--- src/logic/etx_cfg_pkg.sv ---
`default_nettype none

package etx_cfg_pkg;

   localparam int APB_AW = 8;   // Byte offsets
   localparam int APB_DW = 32;

   // Register offsets
   localparam logic [APB_AW-1:0] REG_CONFIG = 8'h00;
   localparam logic [APB_AW-1:0] REG_CHIPID = 8'h04;

   // REG_CONFIG bits
   localparam int CFG_TX_ENABLE_BIT = 0;
   localparam int CFG_BYPASS_BIT    = 1;   // Ctrlmode override on
   localparam int CFG_CTRLMODE_LSB  = 4;   // Bits 7..4

   // Link comes up disabled
   localparam logic [APB_DW-1:0] CONFIG_RESET = 32'h0000_0000;
   localparam logic [11:0]       CHIPID_RESET = 12'h000;

endpackage

`default_nettype wire

--- src/logic/etx_pkg.sv ---
`default_nettype none

package etx_pkg;

   localparam int PW          = 104;  // Link packet
   localparam int AW          = 32;   // Address fields
   localparam int DW          = 32;   // Data field
   localparam int BEAT_W      = 64;   // Framed beat on the wire
   localparam int CTRL_W      = 8;    // Control byte in beat 0
   localparam int ID_W        = 12;   // Chip ID
   localparam int QUEUE_DEPTH = 4;    // Request queue entries

   // Packet fields, bit 0 is not carried on the link
   localparam int WRITE_POS    = 1;
   localparam int DATAMODE_LSB = 2;   // Bits 3..2
   localparam int DATAMODE_W   = 2;
   localparam int CTRLMODE_LSB = 4;   // Bits 7..4
   localparam int CTRLMODE_W   = 4;
   localparam int DSTADDR_LSB  = 8;   // Bits 39..8
   localparam int DATA_LSB     = 40;  // Bits 71..40
   localparam int SRCADDR_LSB  = 72;  // Bits 103..72

   // Zero pad below the chip ID in beat 0
   localparam int B0_PAD_W = BEAT_W - CTRL_W - AW - ID_W;

   typedef logic [PW-1:0]         packet_t;
   typedef logic [BEAT_W-1:0]     beat_t;
   typedef logic [CTRLMODE_W-1:0] ctrlmode_t;
   typedef logic [ID_W-1:0]       chipid_t;

endpackage

`default_nettype wire
--- src/logic/etx.sv ---
`timescale 1ns/1ps
`default_nettype none

module etx (
   input  logic                           clk,
   input  logic                           rst,
   input  logic                           wr_access,    // Remote write channel
   input  etx_pkg::packet_t               wr_packet,
   output logic                           wr_wait,
   input  logic                           rd_access,    // Remote read request channel
   input  etx_pkg::packet_t               rd_packet,
   output logic                           rd_wait,
   input  logic                           tx_wr_wait,   // Far-end pushback
   input  logic                           tx_rd_wait,
   output logic                           tx_frame,
   output etx_pkg::beat_t                 tx_data,
   input  logic                           psel,
   input  logic                           penable,
   input  logic                           pwrite,
   input  logic [etx_cfg_pkg::APB_AW-1:0] paddr,
   input  logic [etx_cfg_pkg::APB_DW-1:0] pwdata,
   output logic [etx_cfg_pkg::APB_DW-1:0] prdata,
   output logic                           pready,
   output logic                           pslverr,
   output etx_pkg::chipid_t               chipid
);
   import etx_pkg::*;

   logic      wrq_access;
   packet_t   wrq_packet;
   logic      wrq_pop;
   logic      rdq_access;
   packet_t   rdq_packet;
   logic      rdq_pop;
   logic      tx_enable;
   logic      ctrlmode_bypass;
   ctrlmode_t ctrlmode;
   logic      etx_busy;
   logic      etx_access;      // Arbiter to framer
   packet_t   etx_packet;

   etx_fifo #(.DEPTH(QUEUE_DEPTH)) i_wr_fifo (
      .clk      (clk),
      .rst      (rst),
      .access   (wr_access),
      .packet   (wr_packet),
      .wait_out (wr_wait),
      .q_pop    (wrq_pop),
      .q_access (wrq_access),
      .q_packet (wrq_packet)
   );

   etx_fifo #(.DEPTH(QUEUE_DEPTH)) i_rd_fifo (
      .clk      (clk),
      .rst      (rst),
      .access   (rd_access),
      .packet   (rd_packet),
      .wait_out (rd_wait),
      .q_pop    (rdq_pop),
      .q_access (rdq_access),
      .q_packet (rdq_packet)
   );

   etx_arbiter i_arbiter (
      .clk             (clk),
      .rst             (rst),
      .rdq_access      (rdq_access),
      .rdq_packet      (rdq_packet),
      .wrq_access      (wrq_access),
      .wrq_packet      (wrq_packet),
      .rdq_pop         (rdq_pop),
      .wrq_pop         (wrq_pop),
      .tx_rd_wait      (tx_rd_wait),
      .tx_wr_wait      (tx_wr_wait),
      .tx_enable       (tx_enable),
      .ctrlmode_bypass (ctrlmode_bypass),
      .ctrlmode        (ctrlmode),
      .etx_busy        (etx_busy),
      .etx_access      (etx_access),
      .etx_packet      (etx_packet)
   );

   etx_cfg i_cfg (
      .clk             (clk),
      .rst             (rst),
      .psel            (psel),
      .penable         (penable),
      .pwrite          (pwrite),
      .paddr           (paddr),
      .pwdata          (pwdata),
      .prdata          (prdata),
      .pready          (pready),
      .pslverr         (pslverr),
      .tx_enable       (tx_enable),
      .ctrlmode_bypass (ctrlmode_bypass),
      .ctrlmode        (ctrlmode),
      .chipid          (chipid)
   );

   etx_protocol i_protocol (
      .clk        (clk),
      .rst        (rst),
      .etx_access (etx_access),
      .etx_packet (etx_packet),
      .chipid     (chipid),       // Also a top-level output
      .etx_busy   (etx_busy),
      .tx_frame   (tx_frame),
      .tx_data    (tx_data)
   );

endmodule

`default_nettype wire

--- src/logic/etx_protocol.sv ---
`timescale 1ns/1ps
`default_nettype none

module etx_protocol (
   input  logic             clk,
   input  logic             rst,
   input  logic             etx_access,   // Packet offered by arbiter
   input  etx_pkg::packet_t etx_packet,
   input  etx_pkg::chipid_t chipid,       // Inserted into beat 0
   output logic             etx_busy,     // Beat 1 still to go
   output logic             tx_frame,
   output etx_pkg::beat_t   tx_data
);
   import etx_pkg::*;

   logic [CTRL_W-1:0] ctrl_byte;
   beat_t             beat0;
   beat_t             beat1;
   beat_t             beat1_q;    // Second half held for next cycle
   logic              beat_cnt;   // 1 while beat 1 is pending

   // Write, datamode, ctrlmode, spare 0
   assign ctrl_byte = {etx_packet[WRITE_POS],
                       etx_packet[DATAMODE_LSB +: DATAMODE_W],
                       etx_packet[CTRLMODE_LSB +: CTRLMODE_W],
                       1'b0};

   assign beat0 = {ctrl_byte,
                   etx_packet[DSTADDR_LSB +: AW],
                   chipid,
                   {B0_PAD_W{1'b0}}};

   assign beat1 = {etx_packet[DATA_LSB +: DW],
                   etx_packet[SRCADDR_LSB +: AW]};

   assign etx_busy = beat_cnt;

   always_ff @(posedge clk) begin
      if (rst) begin
         beat_cnt <= 1'b0;
         tx_frame <= 1'b0;
         tx_data  <= '0;
      end else if (etx_access) begin
         beat_cnt <= 1'b1;          // Beat 0 now, beat 1 next
         tx_frame <= 1'b1;
         tx_data  <= beat0;
      end else if (beat_cnt) begin
         beat_cnt <= 1'b0;
         tx_frame <= 1'b1;
         tx_data  <= beat1_q;
      end else begin
         tx_frame <= 1'b0;          // Idle link
         tx_data  <= '0;
      end
   end

   always_ff @(posedge clk) begin
      if (etx_access) begin
         beat1_q <= beat1;
      end
   end

endmodule

`default_nettype wire

--- src/logic/etx_cfg.sv ---
`timescale 1ns/1ps
`default_nettype none

module etx_cfg (
   input  logic                           clk,
   input  logic                           rst,
   input  logic                           psel,
   input  logic                           penable,
   input  logic                           pwrite,
   input  logic [etx_cfg_pkg::APB_AW-1:0] paddr,
   input  logic [etx_cfg_pkg::APB_DW-1:0] pwdata,
   output logic [etx_cfg_pkg::APB_DW-1:0] prdata,
   output logic                           pready,
   output logic                           pslverr,
   output logic                           tx_enable,
   output logic                           ctrlmode_bypass,
   output etx_pkg::ctrlmode_t             ctrlmode,
   output etx_pkg::chipid_t               chipid
);
   import etx_pkg::*;
   import etx_cfg_pkg::*;

   logic access_ph;     // APB access phase
   logic config_hit;
   logic chipid_hit;
   logic wr_en;

   assign access_ph  = psel & penable;
   assign config_hit = (paddr == REG_CONFIG);
   assign chipid_hit = (paddr == REG_CHIPID);
   assign wr_en      = access_ph & pwrite;

   assign pready  = 1'b1;                                  // No wait states
   assign pslverr = access_ph & ~(config_hit | chipid_hit); // Unmapped offset

   always_ff @(posedge clk) begin
      if (rst) begin
         tx_enable       <= CONFIG_RESET[CFG_TX_ENABLE_BIT];
         ctrlmode_bypass <= CONFIG_RESET[CFG_BYPASS_BIT];
         ctrlmode        <= CONFIG_RESET[CFG_CTRLMODE_LSB +: CTRLMODE_W];
      end else if (wr_en && config_hit) begin
         tx_enable       <= pwdata[CFG_TX_ENABLE_BIT];
         ctrlmode_bypass <= pwdata[CFG_BYPASS_BIT];
         ctrlmode        <= pwdata[CFG_CTRLMODE_LSB +: CTRLMODE_W];
      end
   end

   always_ff @(posedge clk) begin
      if (rst) begin
         chipid <= CHIPID_RESET;
      end else if (wr_en && chipid_hit) begin
         chipid <= pwdata[ID_W-1:0];
      end
   end

   // Read mux, reserved bits stay 0
   always_comb begin
      prdata = '0;
      if (config_hit) begin
         prdata[CFG_TX_ENABLE_BIT]                = tx_enable;
         prdata[CFG_BYPASS_BIT]                   = ctrlmode_bypass;
         prdata[CFG_CTRLMODE_LSB +: CTRLMODE_W]   = ctrlmode;
      end else if (chipid_hit) begin
         prdata[ID_W-1:0] = chipid;
      end
   end

endmodule

`default_nettype wire

--- src/logic/etx_arbiter.sv ---
`timescale 1ns/1ps
`default_nettype none

module etx_arbiter (
   input  logic               clk,
   input  logic               rst,
   input  logic               rdq_access,       // Read request queue not empty
   input  etx_pkg::packet_t   rdq_packet,
   input  logic               wrq_access,       // Write queue not empty
   input  etx_pkg::packet_t   wrq_packet,
   output logic               rdq_pop,
   output logic               wrq_pop,
   input  logic               tx_rd_wait,       // Far end holds reads
   input  logic               tx_wr_wait,       // Far end holds writes
   input  logic               tx_enable,
   input  logic               ctrlmode_bypass,
   input  etx_pkg::ctrlmode_t ctrlmode,         // Override value
   input  logic               etx_busy,         // Framer on beat 0
   output logic               etx_access,
   output etx_pkg::packet_t   etx_packet
);
   import etx_pkg::*;

   logic    slot_free;
   logic    pick;
   packet_t pick_packet;
   packet_t next_packet;

   // Framer takes one packet per two beats, so a packet already
   // offered this cycle also blocks the next pick
   assign slot_free = tx_enable & ~etx_busy & ~etx_access;

   // Fixed priority, read requests first
   assign rdq_pop = slot_free & rdq_access & ~tx_rd_wait;
   assign wrq_pop = slot_free & wrq_access & ~tx_wr_wait & ~rdq_pop;
   assign pick    = rdq_pop | wrq_pop;

   assign pick_packet = rdq_pop ? rdq_packet : wrq_packet;

   always_comb begin
      next_packet = pick_packet;
      if (ctrlmode_bypass) begin
         next_packet[CTRLMODE_LSB +: CTRLMODE_W] = ctrlmode;   // Register value wins
      end
   end

   always_ff @(posedge clk) begin
      if (rst) begin
         etx_access <= 1'b0;
      end else begin
         etx_access <= pick;             // One cycle after the pop
      end
   end

   always_ff @(posedge clk) begin
      if (pick) begin
         etx_packet <= next_packet;
      end
   end

endmodule

`default_nettype wire

--- src/logic/etx_fifo.sv ---
`timescale 1ns/1ps
`default_nettype none

module etx_fifo #(
   parameter int DEPTH = etx_pkg::QUEUE_DEPTH   // Power of two
) (
   input  logic             clk,
   input  logic             rst,
   input  logic             access,     // Sender offers a packet
   input  etx_pkg::packet_t packet,
   output logic             wait_out,   // Full, sender holds
   input  logic             q_pop,      // Arbiter takes the head
   output logic             q_access,   // Head is valid
   output etx_pkg::packet_t q_packet
);
   import etx_pkg::*;

   packet_t                  mem [DEPTH];   // Circular buffer
   logic [$clog2(DEPTH)-1:0] wr_ptr;
   logic [$clog2(DEPTH)-1:0] rd_ptr;
   logic [$clog2(DEPTH):0]   count;         // Occupancy, 0..DEPTH
   logic                     push;
   logic                     pop;

   // Count never exceeds DEPTH, so its MSB alone means full
   assign wait_out = count[$clog2(DEPTH)];
   assign q_access = (count != '0);
   assign q_packet = mem[rd_ptr];           // Head straight from storage

   assign push = access & ~wait_out;        // Taken only when not full
   assign pop  = q_pop & q_access;

   always_ff @(posedge clk) begin
      if (push) begin
         mem[wr_ptr] <= packet;
      end
   end

   always_ff @(posedge clk) begin
      if (rst) begin
         wr_ptr <= '0;
         rd_ptr <= '0;
         count  <= '0;
      end else begin
         if (push) begin
            wr_ptr <= wr_ptr + 1'b1;        // Wraps at DEPTH
         end
         if (pop) begin
            rd_ptr <= rd_ptr + 1'b1;        // Next entry shows next cycle
         end
         case ({push, pop})
            2'b10:   count <= count + 1'b1;
            2'b01:   count <= count - 1'b1;
            default: count <= count;        // Both or neither
         endcase
      end
   end

endmodule

`default_nettype wire

--- config.mk ---
export PLATFORM = sky130hd
export DESIGN_NAME = etx
export DESIGN_NICKNAME = d
export VERILOG_FILES = /design/src/logic/etx_cfg_pkg.sv /design/src/logic/etx_pkg.sv /design/src/logic/etx.sv /design/src/logic/etx_protocol.sv /design/src/logic/etx_cfg.sv /design/src/logic/etx_arbiter.sv /design/src/logic/etx_fifo.sv
export SDC_FILE = /design/constraint.sdc
export NUM_CORES = 1
export LEC_CHECK = 0
export ABC_AREA = 0
export BUFFER_PORTS_ARGS = -buffer_cell sky130_fd_sc_hd__buf_2
export CAP_MARGIN = 30
export CORE_MARGIN = 2
export CORE_UTILIZATION = 36
export DETAILED_ROUTE_END_ITERATION = 10
export HOLD_SLACK_MARGIN = 0.08
export PLACE_DENSITY_LB_ADDON = 0.08
export SKIP_LAST_GASP = 1
export SLEW_MARGIN = 30
export SYNTH_ARGS = -nofsm -noshare
export SYNTH_HDL_FRONTEND = slang
export SYNTH_SLANG_ARGS = --single-unit
export TNS_END_PERCENT = 100
--- constraint.sdc ---
create_clock -name clk -period 16.5 [get_ports clk]
set_clock_uncertainty 0.15 [all_clocks]
set_input_delay 2.475 -clock clk [delete_from_list [all_inputs] [get_ports clk]]
set_output_delay 2.475 -clock clk [all_outputs]
set_load 0.02 [all_outputs]
# ---- Word-level counts from Yosys, hierarchy flattened
# Memories as Yosys holds them, arrays and structs flattened. A register that Yosys moved wholly into a read port is not among the register bits.
# Cells that the tools add are included.
dict set report word_totals {
  out_inout_bits 113
  ram_bits 832
  register_bits 267
  n_memories 2
}
# name words width rd rd_clocked_by_memory_dff write_ports line_no
set memory_table {}
lappend memory_table {i_rd_fifo.mem 4 104 1 1 1 etx_fifo.sv:18} ;# packet_t mem [DEPTH];
lappend memory_table {i_wr_fifo.mem 4 104 1 1 1 etx_fifo.sv:18}
dict set report op_classes {
  eq_ne 5
  n_addsub 8
  reduce_logical 8
  mux 22
  bitwise_logic 24
}
# cell count
set ops {}
lappend ops {{64-bit two-way mux} 2}
lappend ops {{104-bit two-way mux} 1}
lappend ops {{1-bit AND} 14}
lappend ops {{12-bit two-way mux} 1}
lappend ops {{2-bit two-way mux} 6}
lappend ops {{4-bit two-way mux} 3}
lappend ops {{3-bit one-hot mux with 2 select lines} 2}
lappend ops {{2-bit by 1-bit adder with 2-bit output, second input constant} 4}
lappend ops {{8-bit by 3-bit == test with 1-bit output, second input constant} 1}
lappend ops {{8-bit zero test} 1}
lappend ops {{1-bit inverter} 8}
lappend ops {{1-bit two-way mux} 7}
lappend ops {{3-bit by 1-bit adder with 3-bit output, second input constant} 2}
lappend ops {{3-bit nonzero test} 2}
lappend ops {{3-bit by 1-bit subtractor with 3-bit output, second input constant} 2}
lappend ops {{2-bit by 1-bit == test with 1-bit output, second input constant} 2}
lappend ops {{2-bit == test, second input constant} 2}
lappend ops {{2-bit nonzero test} 2}
lappend ops {{3-bit OR reduction} 1}
lappend ops {{1-bit logical AND} 2}
lappend ops {{1-bit bitwise OR} 2}

# ---- Longest topological paths before layout
dict set report logic_depth {
  depth_word 10
  mapped_depth 12
  mapped_depth_nobuf 9
}

# ---- Cells and area by module
# From an unflattened synthesis, not the netlist that was laid out.
dict set report hier_totals {
  cells_unflattened 1872
  area_unflattened_um2 41188.3
}
# mod n_inst cells_per_inst area_per_inst_um2
set by_module_without_submodules {}
lappend by_module_without_submodules {etx_fifo 2 593 15477.3}
lappend by_module_without_submodules {etx_arbiter 1 242 4787.1}
lappend by_module_without_submodules {etx_protocol 1 323 4316.6}
lappend by_module_without_submodules {etx_cfg 1 121 1129.8}

# ---- Least setup slack after synthesis
# OpenSTA, ideal clock, no wires.
dict set report synth_timing {
  kind {input port to flip-flop}
  from {in tx_rd_wait}
  to {reg i_arbiter.etx_packet[100], enable pin}
  n_path_buf 0
  arrival_ns 6.979
  path_slack_ns 8.806
  setup_time_ns 0.565
  path_stages 2
  required_time_ns 15.785
  path_cell_list {o22a_1 nor2_1}
}
dict set report synth_between {
  elab_chain_len 5
}
# element line_no
set synth_rtl {}
lappend synth_rtl {{from (decl)} etx.sv:14} ;# input logic tx_rd_wait,
lappend synth_rtl {{1-bit inverter *} etx_arbiter.sv:34} ;# assign rdq_pop = slot_free & rdq_access & ~tx_rd_wait;
lappend synth_rtl {{1-bit AND *} etx_arbiter.sv:34}
lappend synth_rtl {{1-bit inverter} etx_arbiter.sv:35} ;# assign wrq_pop = slot_free & wrq_access & ~tx_wr_wait & ~rdq_pop;
lappend synth_rtl {{1-bit AND} etx_arbiter.sv:35}
lappend synth_rtl {{1-bit bitwise OR *} etx_arbiter.sv:36} ;# assign pick = rdq_pop | wrq_pop;
lappend synth_rtl {{named net i_arbiter.pick} etx_arbiter.sv:25} ;# logic pick;
lappend synth_rtl {{to (signal assigned)} etx_arbiter.sv:57} ;# etx_packet <= next_packet;
lappend synth_rtl {{to (decl)} etx_arbiter.sv:20} ;# output etx_pkg::packet_t etx_packet
# The timed path passes the listed nets; every way through them passes the cells marked *.
# A chain may end at the register's enable or synchronous reset.

# ---- Worst setup path after layout
dict set report layout_timing {
  from {in paddr[5] (netlist bit)}
  to {out pslverr}
}
dict set report layout_between {
  elab_chain_len 4
  elab_cells_between_ends 5
  cone_classes {1 x eq/ne; 3 x bitwise; 1 x reduce/logical}
}
# element line_no
set layout_rtl {}
lappend layout_rtl {{from (decl)} etx.sv:20} ;# input logic [etx_cfg_pkg::APB_AW-1:0] paddr,
lappend layout_rtl {{8-bit by 3-bit == test with 1-bit output or 8-bit zero test (tied branches)} {etx_cfg.sv:30, etx_cfg.sv:29}}
lappend layout_rtl {{1-bit bitwise OR *} etx_cfg.sv:34} ;# assign pslverr = access_ph & ~(config_hit | chipid_hit);
lappend layout_rtl {{1-bit inverter *} etx_cfg.sv:34}
lappend layout_rtl {{1-bit AND *} etx_cfg.sv:34}
lappend layout_rtl {{to (decl)} etx.sv:24} ;# output logic pslverr,
# Every way passes the cells marked *; elsewhere a longest branch is shown, timed or not.

==> flow_metrics.py <==
metrics = {
    "outcome": {
        "outcome": "finished, final reports clean",
    },
    "setup_path": {
        "cp-start-kind": "input pin",
        "path_buf_inv": 2,
        "critPathKind": "in2out",
        "startpoint": "paddr[5]",
        "reg2regPathDepth": 9,
        "cp_cell_sequence": "buf_2, nor4_1, nand2_1, and3_1, buf_2",
        "critPathArrivalTime_ns": 4.01,
        "end_kind": "primary output",
        "cpMaxStageDelayCell": "nor4_1",
        "cpPeakStageDelay_ns": 0.48,
        "reg2reg_to": "i_rd_fifo.count[2]$_SDFFE_PP0P_",
        "crit_end": "pslverr",
        "crit_top_cell": "buf_2",
        "r2r_start": "i_arbiter.etx_access$_SDFF_PP0_",
        "worst-path-max-fanout": 7,
        "reg2reg_slack_ns": 13.15,
        "path_delay_family": "simple AND/OR/NAND/NOR gates",
        "cp.required_ns": 13.88,
        "cp.depth": 5,
    },
    "finish": {
        "final_common_cell": "edfxtp_1",
        "final_cell_mix": "991 x edfxtp_1, 326 x buf_2, 206 x mux4_2",
        "fin_util": 0.4289,
        "area_delta_synth_final_pct": 18.06,
        "fin_cells": 3763,
        "drive_above_1_share": 0.3795,
        "nNetsFinal": 2424,
    },
    "global_routing": {
        "grt_pass1_wl_um": 143700,
        "grt_overflow_total": 0,
        "grt_antenna_before_repair": 64,
        "grt_pass1_vias": 19982,
        "grt_usage": 0.1756,
        "grt_max_degree": 76,
    },
    "power": {
        "leakagePower_nw": 15.95,
        "peakVddDrop_uv": 85.59,
        "power_density_mw_per_mm2": 124.4,
    },
    "die": {
        "ios": 370,
        "fp.dieH_um": 338.2,
        "coreArea_mm2": 0.1107,
        "std_cell_rows": 122,
        "dieArea_mm2": 0.1144,
        "dieWidth_um": 338.2,
        "initial_core_util": 0.3633,
    },
    "sta": {
        "slew-limit-headroom": 0.3854,
        "setup_viol": 0,
        "rsz0062_at_grt": "false",
        "min_period_ns": 6.637,
        "worst_slew_pin_slew_ns": 0.9219,
        "fin_ws_ns": 9.863,
        "fmax_mhz": 150.7,
        "period_share": 0.4023,
        "whs_ns": 0.2511,
        "finalHoldViolCount": 0,
        "finalSetupTns_ns": 0,
        "final_max_slew_viol_count": 0,
    },
    "logic_synthesis": {
        "synth-edff-count": 991,
        "netlist_instances": 1757,
        "ys_seq_elements": 1094,
        "syn_area_mm2": 0.04020,
        "async_flop_share": 0,
        "syn_area_per_cell_um2": 22.88,
        "synthFlopType": "edfxtp_1",
        "ys_types": 41,
        "ys_seq_area_frac": 0.7915,
        "synth_warnings": 0,
    },
    "flow_run": {
        "cap_violations": 0,
    },
    "drt": {
        "via_count": 18577,
        "ant_nets": 0,
        "routed_wl_um": 99810,
        "drc_errors": 0,
        "drt_iter0_drc": 1217,
        "vias_per_cell": 4.937,
        "drt-pass1-iter-count": 5,
        "wl_per_cell_um": 26.52,
    },
    "placement": {
        "dp_hpwl_um": 57910,
        "dpl.cell_count": 3519,
        "portBuffers": 326,
        "dp_slack_ns": 9.824,
        "routabilityCongestion": 0.7434,
    },
    "clocking": {
        "clkLatencyLatePin_ns": 0.70,
        "clockRootBuffer": "clkbuf_16",
        "cts_buffers": 120,
        "clock_path_buffers": 3,
        "clk_pin_slew_worst_paths_ns": 0.06,
        "hold_buffers": 0,
        "cts_tree": "built",
        "clock-sinks": 1094,
        "htreeDepth": 3,
        "cts-resized-gates": 0,
        "postCtsSetupBuffers": 0,
    },
    "min_path": {
        "worst_hold_path_type": "reg2reg",
    },
}
## synthesized netlist by cell type, types with 5 or more instances
| master | n | area, um^2 |
|---|---|---|
| buf_6 | 7 | 78.83 |
| mux2_4 | 55 | 825.8 |
| mux2_2 | 46 | 518.0 |
| nand2_1 | 5 | 18.77 |
| o211ai_1 | 5 | 37.54 |
| buf_2 | 26 | 130.1 |
| and3_1 | 8 | 50.05 |
| dfxtp_1 | 103 | 2062 |
| nand2b_1 | 30 | 187.7 |
| mux4_2 | 206 | 4639 |
| or3_1 | 6 | 37.54 |
| clkbuf_1 | 49 | 183.9 |
| edfxtp_1 | 991 | 29760 |
| and2_1 | 22 | 137.6 |
| nor2_1 | 20 | 75.07 |
| inv_1 | 20 | 75.07 |
| ha_1 | 10 | 125.1 |
| buf_4 | 21 | 157.7 |
| nor2b_1 | 5 | 31.28 |
| a21oi_1 | 7 | 35.03 |
| a22o_1 | 51 | 446.7 |
| mux2i_1 | 26 | 260.3 |
## layer usage
layer	GRT usage	vias up	wire, um
met2	0.2970	522	49390
met1	0.2220	9763	40890
met5	0	-	333
met4	0.04994	54	2254
met3	0.04706	195	6948
li1	-	8043	-
## worst min path at each step
stage | slack (ns) | endpoint | cells after the start | from
finish | 0.25 | i_protocol.beat1_q[26]$_DFFE_PP_ | 0 | i_arbiter.etx_packet[98]$_DFFE_PP_
global route | 0.27 | i_protocol.beat1_q[26]$_DFFE_PP_ | 0 | i_arbiter.etx_packet[98]$_DFFE_PP_
CTS | 0.26 | i_protocol.beat1_q[26]$_DFFE_PP_ | 0 | i_arbiter.etx_packet[98]$_DFFE_PP_
global placement | 0.25 | i_protocol.beat1_q[24]$_DFFE_PP_ | 0 | i_arbiter.etx_packet[96]$_DFFE_PP_
floorplan | 0.25 | i_protocol.beat1_q[0]$_DFFE_PP_ | 0 | i_arbiter.etx_packet[72]$_DFFE_PP_
detailed placement | 0.25 | i_protocol.beat1_q[19]$_DFFE_PP_ | 0 | i_arbiter.etx_packet[91]$_DFFE_PP_
## sequential cells by signal (all words and copies together) (netlist names), named ones only
register	cells
i_rd_fifo.wr_ptr	2
i_arbiter.etx_access	1
i_rd_fifo.count	3
i_protocol.beat1_q	64
i_protocol.tx_data	64
i_arbiter.etx_packet	103
i_protocol.etx_busy	1
i_wr_fifo.count	3
i_cfg.ctrlmode_bypass	1
i_wr_fifo.wr_ptr	2
i_cfg.tx_enable	1
i_cfg.chipid	12
i_protocol.tx_frame	1
i_rd_fifo.rd_ptr	2
i_wr_fifo.mem	412
i_wr_fifo.rd_ptr	2
i_rd_fifo.mem	412
i_cfg.ctrlmode	4
## cell type report
type | count | area (um^2)
inverter | 20 | 75.07
clock buffer | 165 | 3293
timing repair buffer | 362 | 2059
fill | 9607 | 63200
clock inverter | 60 | 425.4
antenna | 17 | 42.54
sequential | 1094 | 31840
multi-input combinational | 557 | 7869
tap | 1488 | 1862
## through the flow
step | power [W] | cell area [um^2]
after global placement | 0.003444 | 43500
after detailed placement | 0.003461 | 43650
after floorplan | 0.003348 | 40280
after global routing | 0.006119 | 47440
final | 0.005903 | 47470
after CTS | 0.005992 | 47370
## logic make-up after synthesis
group           Yosys count  synth area share
flops                  1094            0.7915
simple gates            109           0.01575
xor+xnor                  6          0.001307
mux                     333            0.1553
compound gates           76           0.01615
other cells               2         0.0001868
buf+inv                 125           0.01575
fa+ha+maj                12          0.004108
## report_power, final
group          total (W)  leakage, nW  switching (W)  internal (W)
Clock            0.00251         1.83        0.00106       0.00145
Combinational   0.000239         4.22       0.000141     0.0000974
Sequential       0.00315         9.90      0.0000200       0.00313
Total            0.00590         16.0        0.00122       0.00468
(Power assumes the default switching activity.)
